File: src/logic/credit_link_pkg.sv
// Shared sizes for the multi-lane credit-flow receiver
// Lane count, word width, credit depth and the widths derived from them

package credit_link_pkg;

  // --------------------------------------------------------------------
  // Base sizes
  // --------------------------------------------------------------------

  // Number of independent lanes on the link
  localparam int num_lanes = 4;

  // Width of one data word carried on any lane
  localparam int data_width = 16;

  // Buffer depth per lane, which is also the credit count after reset
  localparam int max_credit = 4;

  // --------------------------------------------------------------------
  // Derived widths
  // --------------------------------------------------------------------

  // Bits needed to name a lane
  localparam int lane_id_width = $clog2(num_lanes);

  // A credit count or a buffer occupancy runs from 0 up to max_credit inclusive
  localparam int count_width = $clog2(max_credit + 1);

  // Read and write pointers address max_credit slots
  localparam int ptr_width = (max_credit > 1) ? $clog2(max_credit) : 1;

endpackage : credit_link_pkg

File: src/logic/lane_dispatch.sv
// Entry register for the push side of the link
// Decodes the registered lane number into one valid strobe per lane

`timescale 1ns/1ps

module lane_dispatch (
  input  logic                                 clk,
  input  logic                                 rst_n,
  input  logic                                 push_valid,
  input  logic [credit_link_pkg::lane_id_width-1:0] push_lane,
  input  logic [credit_link_pkg::data_width-1:0]    push_data,
  output logic [credit_link_pkg::num_lanes-1:0]     lane_valid,
  output logic [credit_link_pkg::data_width-1:0]    lane_data
);

  import credit_link_pkg::*;

  // One-hot form of the incoming push, before the entry register
  logic [num_lanes-1:0] push_onehot;

  // --------------------------------------------------------------------
  // Lane decode
  // --------------------------------------------------------------------

  // Only the addressed lane sees a strobe, and only when a word is offered
  always_comb begin
    push_onehot = '0;
    if (push_valid) begin
      push_onehot[push_lane] = 1'b1;
    end
  end

  // --------------------------------------------------------------------
  // Entry register
  // --------------------------------------------------------------------

  // The link may be long, so the strobes are retimed once on entry
  // The sender only pushes against a held credit, so there is no back-pressure here
  always_ff @(posedge clk) begin
    if (!rst_n) begin
      lane_valid <= '0;
    end else begin
      lane_valid <= push_onehot;
    end
  end

  // Data is shared by all lanes and only captured with a valid push
  // The lane buffer ignores it unless its own strobe is set
  always_ff @(posedge clk) begin
    if (push_valid) begin
      lane_data <= push_data;
    end
  end

endmodule : lane_dispatch

File: src/logic/credit_receiver.sv
// Per-lane credit receiver
// Counts unreleased credits and passes push data straight to the lane buffer

`timescale 1ns/1ps

module credit_receiver (
  input  logic                                   clk,
  input  logic                                   rst_n,
  input  logic                                   push_credit_stall,
  output logic                                   push_credit,
  input  logic                                   push_valid,
  input  logic [credit_link_pkg::data_width-1:0]  push_data,
  input  logic                                   pop_credit,
  output logic                                   pop_valid,
  output logic [credit_link_pkg::data_width-1:0]  pop_data,
  output logic [credit_link_pkg::count_width-1:0] credit_count
);

  import credit_link_pkg::*;

  // Set from the first cycle after reset, so no credit leaves while in reset
  logic release_en;

  // --------------------------------------------------------------------
  // Credit release
  // --------------------------------------------------------------------

  // A credit goes out whenever the sender is not stalling this lane and
  // either a credit is held here or one is coming back from the buffer
  // The returning credit can pass straight through when the count is zero
  assign push_credit = release_en && !push_credit_stall &&
                       ((credit_count != '0) || pop_credit);

  // --------------------------------------------------------------------
  // Credit counter
  // --------------------------------------------------------------------

  // Reset loads one credit per buffer slot
  // A return adds one and a release takes one, both in the same cycle cancel
  always_ff @(posedge clk) begin
    if (!rst_n) begin
      credit_count <= count_width'(max_credit);
      release_en   <= 1'b0;
    end else begin
      release_en <= 1'b1;
      case ({pop_credit, push_credit})
        2'b10:   credit_count <= credit_count + 1'b1;
        2'b01:   credit_count <= credit_count - 1'b1;
        default: credit_count <= credit_count;
      endcase
    end
  end

  // --------------------------------------------------------------------
  // Data path
  // --------------------------------------------------------------------

  // No storage on this path, the lane buffer holds every word
  // Valid and data reach the buffer in the same cycle they arrive
  assign pop_valid = push_valid;
  assign pop_data  = push_data;

endmodule : credit_receiver

File: src/logic/lane_buffer.sv
// Per-lane circular FIFO sized to the lane's credit depth
// Each word drained returns one credit to the lane's receiver

`timescale 1ns/1ps

module lane_buffer (
  input  logic                                  clk,
  input  logic                                  rst_n,
  input  logic                                  wr_valid,
  input  logic [credit_link_pkg::data_width-1:0] wr_data,
  input  logic                                  rd_pop,
  output logic                                  not_empty,
  output logic [credit_link_pkg::data_width-1:0] head_data,
  output logic                                  pop_credit
);

  import credit_link_pkg::*;

  // Storage, one slot per credit
  logic [data_width-1:0] mem [max_credit];

  // Pointers into the storage
  logic [ptr_width-1:0] wr_ptr;
  logic [ptr_width-1:0] rd_ptr;

  // Number of words held, 0 up to max_credit
  logic [count_width-1:0] fill_count;

  // A pop only counts when there is a word to take
  logic pop_take;

  // --------------------------------------------------------------------
  // Status and read side
  // --------------------------------------------------------------------

  assign not_empty  = (fill_count != '0);
  assign head_data  = mem[rd_ptr];
  assign pop_take   = rd_pop && not_empty;

  // Every word that leaves frees a slot, which goes back as a credit
  assign pop_credit = pop_take;

  // --------------------------------------------------------------------
  // Storage write
  // --------------------------------------------------------------------

  // The sender holds a credit for every write, so a full buffer is never written
  always_ff @(posedge clk) begin
    if (wr_valid) begin
      mem[wr_ptr] <= wr_data;
    end
  end

  // --------------------------------------------------------------------
  // Pointers and occupancy
  // --------------------------------------------------------------------

  // Pointers wrap at the last slot, so the depth need not be a power of two
  always_ff @(posedge clk) begin
    if (!rst_n) begin
      wr_ptr     <= '0;
      rd_ptr     <= '0;
      fill_count <= '0;
    end else begin
      if (wr_valid) begin
        wr_ptr <= (wr_ptr == ptr_width'(max_credit - 1)) ? '0 : wr_ptr + 1'b1;
      end
      if (pop_take) begin
        rd_ptr <= (rd_ptr == ptr_width'(max_credit - 1)) ? '0 : rd_ptr + 1'b1;
      end
      // A write and a pop in the same cycle leave the occupancy unchanged
      case ({wr_valid, pop_take})
        2'b10:   fill_count <= fill_count + 1'b1;
        2'b01:   fill_count <= fill_count - 1'b1;
        default: fill_count <= fill_count;
      endcase
    end
  end

endmodule : lane_buffer

File: src/logic/lane_arbiter.sv
// Round-robin drain arbiter over the lane buffers
// Merges the head words into one output stream under out_ready back-pressure

`timescale 1ns/1ps

module lane_arbiter (
  input  logic                                                 clk,
  input  logic                                                 rst_n,
  input  logic [credit_link_pkg::num_lanes-1:0]                 lane_not_empty,
  input  logic [credit_link_pkg::num_lanes*credit_link_pkg::data_width-1:0] lane_head,
  output logic [credit_link_pkg::num_lanes-1:0]                 lane_pop,
  output logic                                                 out_valid,
  output logic [credit_link_pkg::data_width-1:0]                out_data,
  output logic [credit_link_pkg::lane_id_width-1:0]             out_lane,
  input  logic                                                 out_ready
);

  import credit_link_pkg::*;

  // Lane granted in the last taken cycle
  logic [lane_id_width-1:0] last_grant;

  // Grant kept across a stalled cycle so the output stays stable
  logic                     hold_valid;
  logic [lane_id_width-1:0] hold_lane;

  // Result of the round-robin search
  logic                     search_valid;
  logic [lane_id_width-1:0] search_lane;

  // Lane currently presented on the output
  logic [lane_id_width-1:0] grant_lane;

  // The presented word is taken this cycle
  logic take;

  // --------------------------------------------------------------------
  // Round-robin search
  // --------------------------------------------------------------------

  // Start just after the last granted lane and wrap around once
  always_comb begin : rr_search
    logic [lane_id_width-1:0] idx;
    search_valid = 1'b0;
    search_lane  = last_grant;
    for (int i = 1; i <= num_lanes; i++) begin
      idx = lane_id_width'((int'(last_grant) + i) % num_lanes);
      if (!search_valid && lane_not_empty[idx]) begin
        search_valid = 1'b1;
        search_lane  = idx;
      end
    end
  end

  // --------------------------------------------------------------------
  // Output and pop
  // --------------------------------------------------------------------

  // A held grant wins over a fresh search, since a lane that became
  // non-empty while stalled must not displace the word already shown
  assign grant_lane = hold_valid ? hold_lane : search_lane;
  assign out_valid  = hold_valid || search_valid;
  assign out_lane   = grant_lane;
  assign out_data   = lane_head[grant_lane*data_width +: data_width];
  assign take       = out_valid && out_ready;

  // Only the granted lane pops, and only when the word is taken
  always_comb begin
    lane_pop = '0;
    if (take) begin
      lane_pop[grant_lane] = 1'b1;
    end
  end

  // --------------------------------------------------------------------
  // Pointer and hold state
  // --------------------------------------------------------------------

  // Reset to the top lane so that lane 0 is served first
  always_ff @(posedge clk) begin
    if (!rst_n) begin
      last_grant <= lane_id_width'(num_lanes - 1);
      hold_valid <= 1'b0;
      hold_lane  <= '0;
    end else begin
      if (take) begin
        last_grant <= grant_lane;
      end
      hold_valid <= out_valid && !out_ready;
      hold_lane  <= grant_lane;
    end
  end

endmodule : lane_arbiter

File: src/logic/credit_link_rx.sv
// Top level of the multi-lane credit-flow receiver
// Entry dispatcher, one credit receiver and buffer per lane, and the drain arbiter

`timescale 1ns/1ps

module credit_link_rx (
  input  logic                                      clk,
  input  logic                                      rst_n,
  input  logic                                      push_valid,
  input  logic [credit_link_pkg::lane_id_width-1:0] push_lane,
  input  logic [credit_link_pkg::data_width-1:0]    push_data,
  input  logic [credit_link_pkg::num_lanes-1:0]     push_credit_stall,
  output logic [credit_link_pkg::num_lanes-1:0]     push_credit,
  output logic                                      out_valid,
  output logic [credit_link_pkg::data_width-1:0]    out_data,
  output logic [credit_link_pkg::lane_id_width-1:0] out_lane,
  input  logic                                      out_ready
);

  import credit_link_pkg::*;

  // Registered push strobes and the shared word
  logic [num_lanes-1:0]  lane_valid;
  logic [data_width-1:0] lane_data;

  // Receiver to buffer write path, per lane
  logic [num_lanes-1:0]  buf_wr_valid;
  logic [data_width-1:0] buf_wr_data [num_lanes];

  // Credit returns and unreleased credit counts, per lane
  logic [num_lanes-1:0]   lane_pop_credit;
  logic [count_width-1:0] lane_credit_count [num_lanes];

  // Buffer to arbiter
  logic [num_lanes-1:0]            lane_not_empty;
  logic [num_lanes*data_width-1:0] lane_head;
  logic [num_lanes-1:0]            lane_pop;

  // --------------------------------------------------------------------
  // Push entry
  // --------------------------------------------------------------------

  lane_dispatch i_dispatch (
    .clk        (clk),
    .rst_n      (rst_n),
    .push_valid (push_valid),
    .push_lane  (push_lane),
    .push_data  (push_data),
    .lane_valid (lane_valid),
    .lane_data  (lane_data)
  );

  // --------------------------------------------------------------------
  // Lanes
  // --------------------------------------------------------------------

  for (genvar i = 0; i < num_lanes; i++) begin : g_lane
    // Credits for this lane go out here and come back from its buffer
    credit_receiver i_receiver (
      .clk               (clk),
      .rst_n             (rst_n),
      .push_credit_stall (push_credit_stall[i]),
      .push_credit       (push_credit[i]),
      .push_valid        (lane_valid[i]),
      .push_data         (lane_data),
      .pop_credit        (lane_pop_credit[i]),
      .pop_valid         (buf_wr_valid[i]),
      .pop_data          (buf_wr_data[i]),
      .credit_count      (lane_credit_count[i])
    );

    lane_buffer i_buffer (
      .clk        (clk),
      .rst_n      (rst_n),
      .wr_valid   (buf_wr_valid[i]),
      .wr_data    (buf_wr_data[i]),
      .rd_pop     (lane_pop[i]),
      .not_empty  (lane_not_empty[i]),
      .head_data  (lane_head[i*data_width +: data_width]),
      .pop_credit (lane_pop_credit[i])
    );
  end

  // --------------------------------------------------------------------
  // Drain
  // --------------------------------------------------------------------

  lane_arbiter i_arbiter (
    .clk            (clk),
    .rst_n          (rst_n),
    .lane_not_empty (lane_not_empty),
    .lane_head      (lane_head),
    .lane_pop       (lane_pop),
    .out_valid      (out_valid),
    .out_data       (out_data),
    .out_lane       (out_lane),
    .out_ready      (out_ready)
  );

endmodule : credit_link_rx

File: config.mk
export PLATFORM = sky130hd
export DESIGN_NAME = credit_link_rx
export DESIGN_NICKNAME = d
export VERILOG_FILES = /design/src/logic/credit_link_pkg.sv /design/src/logic/lane_dispatch.sv /design/src/logic/credit_receiver.sv /design/src/logic/lane_buffer.sv /design/src/logic/lane_arbiter.sv /design/src/logic/credit_link_rx.sv
export SDC_FILE = /design/constraint.sdc
export NUM_CORES = 1
export LEC_CHECK = 0
export ABC_AREA = 1
export BUFFER_PORTS_ARGS = -buffer_cell sky130_fd_sc_hd__buf_2
export CORE_MARGIN = 8
export CORE_UTILIZATION = 50
export DETAILED_ROUTE_END_ITERATION = 7
export PLACE_DENSITY = 0.66
export SKIP_LAST_GASP = 1
export SYNTH_ARGS = -nofsm -noshare
export SYNTH_HDL_FRONTEND = slang
export SYNTH_HIERARCHICAL = 1
export SYNTH_SLANG_ARGS = --single-unit
File: constraint.sdc
create_clock -name clk -period 5.5 [get_ports clk]
set_clock_uncertainty 0.1 [all_clocks]
set_input_delay 0.825 -clock clk [delete_from_list [all_inputs] [get_ports clk]]
set_output_delay 0.825 -clock clk [all_outputs]
set_load 0.02 [all_outputs]
# Word-level counts from Yosys, hierarchy flattened
# Memory sizes are Yosys's and may differ from the RTL's. A register that Yosys moved wholly into a read port is not among the register bits.
# Cells that the tools add are included.
[totals]
mem_bits_rw = 256
wordCells = 191
in_bits = 26
mem_count = 4
out_inout_bits = 23
ff_bits = 66
[op_classes]
n_mux = 55
order_cmp = 8
n_eq_ne = 24
addsub = 28
shifts = 1
n_reduce_logical = 49
[memory_table]
columns = ["memory", "depth", "width", "read_ports", "rd_ports_with_merged_regs", "wr", "line_no", "text"]
rows = [
  ["g_lane[0].i_buffer.mem", 4, 16, 1, 1, 1, "lane_buffer.sv:20", "logic [data_width-1:0] mem [max_credit];"],
  ["g_lane[1].i_buffer.mem", 4, 16, 1, 1, 1, "lane_buffer.sv:20", ""],
  ["g_lane[2].i_buffer.mem", 4, 16, 1, 1, 1, "lane_buffer.sv:20", ""],
  ["g_lane[3].i_buffer.mem", 4, 16, 1, 1, 1, "lane_buffer.sv:20", ""],
]
[op_table]
columns = ["operator", "count"]
rows = [
  ["$shiftx A64 B7 Y16", 1],
  ["$pmux W3 S2", 8],
  ["$mux W2", 21],
  ["$eq A2 B2 Y1 const B", 16],
  ["$add A3 B1 Y3 const B", 8],
  ["$reduce_bool A3 Y1", 8],
  ["$sub A3 B1 Y3 const B", 8],
  ["$add A2 B1 Y2 const B", 10],
  ["$logic_and A1 B1 Y1", 19],
  ["$mux W1", 19],
  ["$lt A2 B3 Y1 const B", 6],
  ["$eq A2 B1 Y1 const B", 8],
  ["$reduce_bool A2 Y1", 8],
  ["$bmux W1 S2", 4],
  ["$logic_not A1 Y1", 8],
  ["$logic_or A1 B1 Y1", 5],
  ["$add A2 B2 Y2 const B", 2],
  ["$demux W1 S2", 2],
  ["$ge A2 B1 Y1 const B", 2],
  ["$mux W4", 1],
  ["$reduce_and A2 Y1", 1],
]

# Longest topological paths before layout
[logic_depth]
word_depth = 24
ltp_mapped = 24
ltp_nobuf = 23

# Modules after synthesis
# Netlist, hierarchy kept.
[by_module_without_submodules]
columns = ["module", "cells_per_inst", "seq_area_each_um2", "area_per_inst_um2", "n_inst"]
rows = [
  ["lane_buffer", 215, 2102.0, 2829.0, 4],
  ["lane_arbiter", 271, 100.1, 1403.8, 1],
  ["credit_receiver", 43, 80.1, 334.1, 4],
  ["lane_dispatch", 31, 560.5, 601.8, 1],
]

# Least setup slack after synthesis
# OpenSTA, ideal clock, no wires.
[synth_path]
kind = "register to register"
start = "register g_lane[0].i_buffer.fill_count[0]"
end = "register g_lane[1].i_receiver/credit_count[1] in the netlist's numbering"
path_slack_ns = 2.050
synth_period_minus_slack_ns = 3.450
path_buffers = 0
arrival_time_ns = 3.234
stages_incl_launch_ff = 20
setup_time_ns = 0.116
t_required_ns = 5.284
cell_sequence = "dfxtp_1 inv_2 nand3_1 nand2_1 nand2_1 nand2_2 nand2_4 nor2_4 nand4_1 nand2_1 inv_2 nand2_1 nor2_1 and2_1 inv_1 a21oi_1 ha_1 fa_1 o21ai_0 nor2_1"
[synth_via]
elab_cells_between_ends = 39
cone_classes = "order compare (2); eq/ne (2); mux (21); reduce/logical (14)"
[synth_rtl]
columns = ["element", "line_no", "text"]
rows = [
  ["start, declared", "lane_buffer.sv:27", "logic [count_width-1:0] fill_count;"],
  ["start signal, assigned", "lane_buffer.sv:73", "2'b10: fill_count <= fill_count + 1'b1;"],
  ["start signal, assigned", "lane_buffer.sv:74", "2'b01: fill_count <= fill_count - 1'b1;"],
  ["start signal, assigned", "lane_buffer.sv:75", "default: fill_count <= fill_count;"],
  ["$reduce_bool A3 Y1 *", "lane_buffer.sv:36", "assign not_empty = (fill_count != '0);"],
  ["net lane_not_empty[0]", "credit_link_rx.sv:35", "logic [num_lanes-1:0] lane_not_empty;"],
  ["$bmux W1 S2", "lane_arbiter.sv:48", "if (!search_valid && lane_not_empty[idx]) begin"],
  ["$mux W1 (implied by the code)", "lane_arbiter.sv:48", ""],
  ["$mux W1", "lane_arbiter.sv:48", ""],
  ["$logic_not A1 Y1", "lane_arbiter.sv:48", ""],
  ["$logic_and A1 B1 Y1", "lane_arbiter.sv:48", ""],
  ["$mux W1", "lane_arbiter.sv:48", ""],
  ["[... 7 more ...]", "n/a", ""],
  ["net out_valid", "credit_link_rx.sv:14", "output logic out_valid,"],
  ["[... 2 more ...]", "n/a", ""],
  ["net lane_pop[1]", "credit_link_rx.sv:37", "logic [num_lanes-1:0] lane_pop;"],
  ["$logic_and A1 B1 Y1 *", "lane_buffer.sv:38", "assign pop_take = rd_pop && not_empty;"],
  ["net lane_pop_credit[1]", "credit_link_rx.sv:31", "logic [num_lanes-1:0] lane_pop_credit;"],
  ["$logic_or A1 B1 Y1 *", "credit_receiver.sv:32", "((credit_count != '0) || pop_credit);"],
  ["$logic_and A1 B1 Y1 *", "credit_receiver.sv:31", "assign push_credit = release_en && !push_credit_stall &&"],
  ["net push_credit, one bit", "credit_link_rx.sv:13", "output logic [credit_link_pkg::num_lanes-1:0] push_credit,"],
  ["$eq A2 B1 Y1 or $eq A2 B2 Y1 (tied branches)", "credit_receiver.sv:46", "case ({pop_credit, push_credit})"],
  ["$pmux W3 S2 or $reduce_bool A2 Y1 (tied branches)", "n/a", ""],
  ["end signal, assigned", "credit_receiver.sv:47", "2'b10: credit_count <= credit_count + 1'b1;"],
  ["end signal, assigned", "credit_receiver.sv:48", "2'b01: credit_count <= credit_count - 1'b1;"],
  ["end signal, assigned", "credit_receiver.sv:49", "default: credit_count <= credit_count;"],
  ["end, declared", "credit_receiver.sv:16", "output logic [credit_link_pkg::count_width-1:0] credit_count"],
]
# The timed path passes the listed nets; every way through them passes the cells marked *. The select of a mux whose other input is x is not followed.
# A chain may end at the register's enable or synchronous reset.

# Worst setup path in the final report
[layout_path]
start = "register i_arbiter.last_grant[0]"
end = "output port push_credit[1] in the netlist's numbering"
[layout_via]
elab_chain_len = 22
elab_cells_between_ends = 38
cone_classes = "add/sub (4); order compare (2); mux (20); reduce/logical (12)"
[layout_rtl]
columns = ["element", "line_no", "text"]
rows = [
  ["start, declared", "lane_arbiter.sv:21", "logic [lane_id_width-1:0] last_grant;"],
  ["start signal, assigned", "lane_arbiter.sv:82", "last_grant <= lane_id_width'(num_lanes - 1);"],
  ["start signal, assigned", "lane_arbiter.sv:87", "last_grant <= grant_lane;"],
  ["$add A2 B1 Y2", "lane_arbiter.sv:47", "idx = lane_id_width'((int'(last_grant) + i) % num_lanes);"],
  ["$bmux W1 S2", "lane_arbiter.sv:48", ""],
  ["$mux W1 (implied by the code)", "lane_arbiter.sv:48", ""],
  ["$mux W1", "lane_arbiter.sv:48", ""],
  ["$logic_not A1 Y1", "lane_arbiter.sv:48", ""],
  ["$logic_and A1 B1 Y1", "lane_arbiter.sv:48", ""],
  ["$mux W1", "lane_arbiter.sv:48", ""],
  ["$logic_not A1 Y1", "lane_arbiter.sv:48", ""],
  ["[... 8 more ...]", "n/a", ""],
  ["$mux W1 (implied by the code)", "lane_arbiter.sv:71", "lane_pop[grant_lane] = 1'b1;"],
  ["$demux W1 S2", "n/a", ""],
  ["$mux W4 *", "lane_arbiter.sv:70", "if (take) begin"],
  ["net lane_pop[1]", "credit_link_rx.sv:37", ""],
  ["$logic_and A1 B1 Y1 *", "lane_buffer.sv:38", ""],
  ["net lane_pop_credit[1]", "credit_link_rx.sv:31", ""],
  ["$logic_or A1 B1 Y1 *", "credit_receiver.sv:32", ""],
  ["$logic_and A1 B1 Y1 *", "credit_receiver.sv:31", ""],
  ["end, declared", "credit_link_rx.sv:13", ""],
]
# Marked as above.

==> run_results.csv <==
group,metric,value,unit
outcome,outcome,"finished clean",
hold_path,hold_path.class,"primary input to register",
synth,syn_nets,1396,
global_routing,grt_pass1_wl,49700,um
clocking,root_buffer,"clkbuf_16",
synth,synth_top_flop_cell,"edfxtp_1",
clocking,cts_resized,0,
synth,synthDistinctLibCells,31,
sta,finalWorstSetupSlack,871,ps
sta,tns,0,ps
critical_path,r2r_end,"g_lane[1].i_receiver/credit_count[1]",
cells_and_area,register_area,9390,um2
cells_and_area,synthToLayoutAreaGrowth,7.29,%
placement,io_buffers,48,
global_routing,grt_pass1_vias,8809,
routing,drt_iter0_markers,915,
routing,via_per_inst,5.46,
sta,fin_crit_sh,84.2,%
critical_path,reg2reg_slack,1430,ps
die,io_pins,49,
sta,rsz0062_at_grt,"false",
routing,routedWlPerCell,18.7,um
global_routing,grt_max_degree,49,
critical_path,regToRegStartpoint,"i_arbiter/last_grant[0]",
synth,yosysTopAreaCell,"edfxtp_1",
die,core,28800,um2
synth,syn_area_per_cell,11.0,um2
clocking,cts_buffer_depth,3,
die,start_util,50.9,%
placement,postPlaceCellArea,14600,um2
synth,syn_inst,1334,
routing,vias,9373,
critical_path,cp-start-kind,"register",
synth,synth_area_leaders,"edfxtp_1, dfxtp_1, buf_4, nor2_1, o21ai_1",
sta,finalSetupViolations,0,
cells_and_area,drive_gt1_share,12.2,%
clocking,cts_tree,"yes",
routing,wl,32100,um
sta,slew_headroom,37.6,%
power_and_ir_drop,power_leakage,6.10,nW
routing,drtPass1Iterations,7,
cells_and_area,design_area,15700,um2
global_routing,groute.usage.overall,17.9,%
synth,synthArstFlopShare,0,%
power_and_ir_drop,powerDensity,447,nW/um2
routing,drc,0,
global_routing,grt_antenna_before_repair,0,
critical_path,ff2ff_path_depth,19,
placement,post-place-ws,1440,ps
die,die_area,35100,um2
synth,ys_seq_elements,333,
flow_run,cap_violations,0,
clocking,ctsHoldBuffers,0,
synth,yosysWarningCount,6,
critical_path,crit_type,"register to output port",
synth,netlist_area,14700,um2
critical_path,crit_path_max_fanout,34,
synth,synth-edff-count,272,
cells_and_area,diodes,0,
die,die_h,187,um
routing,ant_nets,0,
die,fp.dieW,187,um
sta,fmax,216,MHz
global_routing,grt.overflow.total,0,
synth,yosys.area.top_type_share,55.7,%
placement,dp_hpwl,19700,um
critical_path,crit_path_end,"push_credit[1]",
cells_and_area,final_core_util,54.6,%
clocking,htreeDepth,2,
sta,fin_crit,4630,ps
synth,ys_seq_area_share,64.1,%
clocking,numCtsBuffers,36,
cells_and_area,nets,1369,
sta,hold_viol,0,
placement,place_congestion,0.814,
power_and_ir_drop,peakVddDrop,0.000285,V
clocking,clk_latency,530,ps
clocking,post_cts_buffers,0,
critical_path,cp-end-kind,"output port",
sta,worst_slew_pin_slew,935,ps
sta,finalMaxSlewViolations,0,
critical_path,crit_path_start,"i_arbiter/last_grant[0]",
cells_and_area,fillers,2423,
cells_and_area,multi_input_area,3940,um2
critical_path,worstPathRequired,4580,ps
critical_path,crit_arrival,3700,ps
die,rows,62,
clocking,path_clk_slew,60,ps
clocking,clock-sinks,333,
-- cell usage after synthesis, types with 5 or more instances --
| cell | number |
|---|---|
| buf_4 | 81 |
| a21oi_1 | 33 |
| ha_1 | 28 |
| nand4_1 | 9 |
| buf_6 | 6 |
| nor2_1 | 156 |
| inv_2 | 32 |
| dfxtp_1 | 61 |
| o21ai_0 | 36 |
| nand2_1 | 138 |
| o22ai_1 | 64 |
| edfxtp_1 | 272 |
| fa_1 | 8 |
| buf_2 | 24 |
| nand3_1 | 110 |
| inv_1 | 104 |
| o21ai_1 | 117 |
| clkbuf_1 | 5 |
| nand3_2 | 9 |
| nand2_2 | 13 |
-- through the flow --
stage | std cells | power [W] | hold WS, ps
3_5_place_dp | 1653 | 0.00474 | 377
4_1_cts | 1718 | 0.00706 | 354
2_1_floorplan | 1334 | 0.00422 | 350
6_report | 1718 | 0.00702 | 371
5_1_grt | 1718 | 0.00730 | 350
3_3_place_gp | 1653 | 0.00471 | 373
-- worst max-delay path, stage by stage (launching register included) --
cell,delay [ps]
dfxtp_1,590
inv_2,200
nand2_1,110
nand2_1,100
nand2_2,120
nand2_4,80
inv_2,70
nand3_2,90
nand2_2,90
nand3_4,340
nand2_2,260
nand2_1,120
nor2_1,280
and2_1,210
inv_1,80
a21oi_1,220
buf_2,210
-- cell usage in the layout (no fill, tap or decap), drive strengths merged --
| master | n |
|---|---|
| clkbuf | 48 |
| and2 | 4 |
| nand2 | 154 |
| o211ai | 1 |
| edfxtp | 272 |
| nor3 | 6 |
| o21ai | 153 |
| clkinv | 11 |
| inv | 139 |
| ha | 28 |
| nand4 | 9 |
| nor2 | 157 |
| bufinv | 3 |
| dfxtp | 61 |
| nand3 | 120 |
| buf | 53 |
| o211a | 4 |
| or2 | 6 |
| o22ai | 64 |
| fa | 8 |
| a21oi | 33 |
-- per-layer routing --
metal	up-vias	wire (um)	track usage (%)
li1	4514	-	-
met1	4487	14500	25.4
met2	317	14400	27.7
met3	55	2460	3.58
met4	0	737	4.70
met5	-	0	0
-- state kept, by name (all words and copies together) (netlist names), named ones only --
signal and count:
g_lane.i_buffer/fill_count 12, g_lane.i_buffer/mem 256, g_lane.i_buffer/rd_ptr 8, g_lane.i_buffer/wr_ptr 8, g_lane.i_receiver/credit_count 12, g_lane.i_receiver/release_en 4
i_arbiter/hold_lane 2, i_arbiter/hold_valid 1, i_arbiter/last_grant 2, i_dispatch/lane_data 16, i_dispatch/lane_valid 4
-- layout make-up --
| type | count | share of cell area (%) |
|---|---|---|
| Sequential cell | 333 | 59.7 |
| Multi-Input combinational cell | 747 | 25.0 |
| Clock buffer | 48 | 6.15 |
| Inverter | 136 | 3.25 |
| Tap cell | 384 | 3.06 |
| Timing Repair Buffer | 53 | 1.77 |
| Clock inverter | 17 | 1.05 |
-- worst min path at each step --
stage	from	endpoint	depth (start not counted)
after floorplan	g_lane[0].i_receiver/credit_count[2]	g_lane[0].i_receiver/credit_count[2]	2
after global placement	g_lane[2].i_receiver/credit_count[2]	g_lane[2].i_receiver/credit_count[2]	2
after detailed placement	g_lane[2].i_receiver/credit_count[2]	g_lane[2].i_receiver/credit_count[2]	2
after CTS	push_data[14]	i_dispatch/lane_data[14]	1
after global routing	push_data[14]	i_dispatch/lane_data[14]	1
final	push_data[9]	i_dispatch/lane_data[9]	1
-- kinds of logic (layout without fill, tap and decap cells) --
| family | Yosys count | count (layout) | synth area share [%] |
|---|---|---|---|
| and+or+nand+nor | 456 | 456 | 14.0 |
| DFF | 333 | 333 | 64.1 |
| AOI/OAI and AO/OA | 255 | 255 | 9.41 |
| buffers and inverters | 254 | 254 | 9.09 |
| adders and majority gates | 36 | 36 | 3.48 |
-- where the power goes --
part           total [W]  switching, W  internal (W)
Combinational    0.00178       0.00130      0.000473
Clock            0.00232      0.000940       0.00138
Sequential       0.00292      0.000113       0.00281
Note: power is estimated with default switching activity, not from simulation.
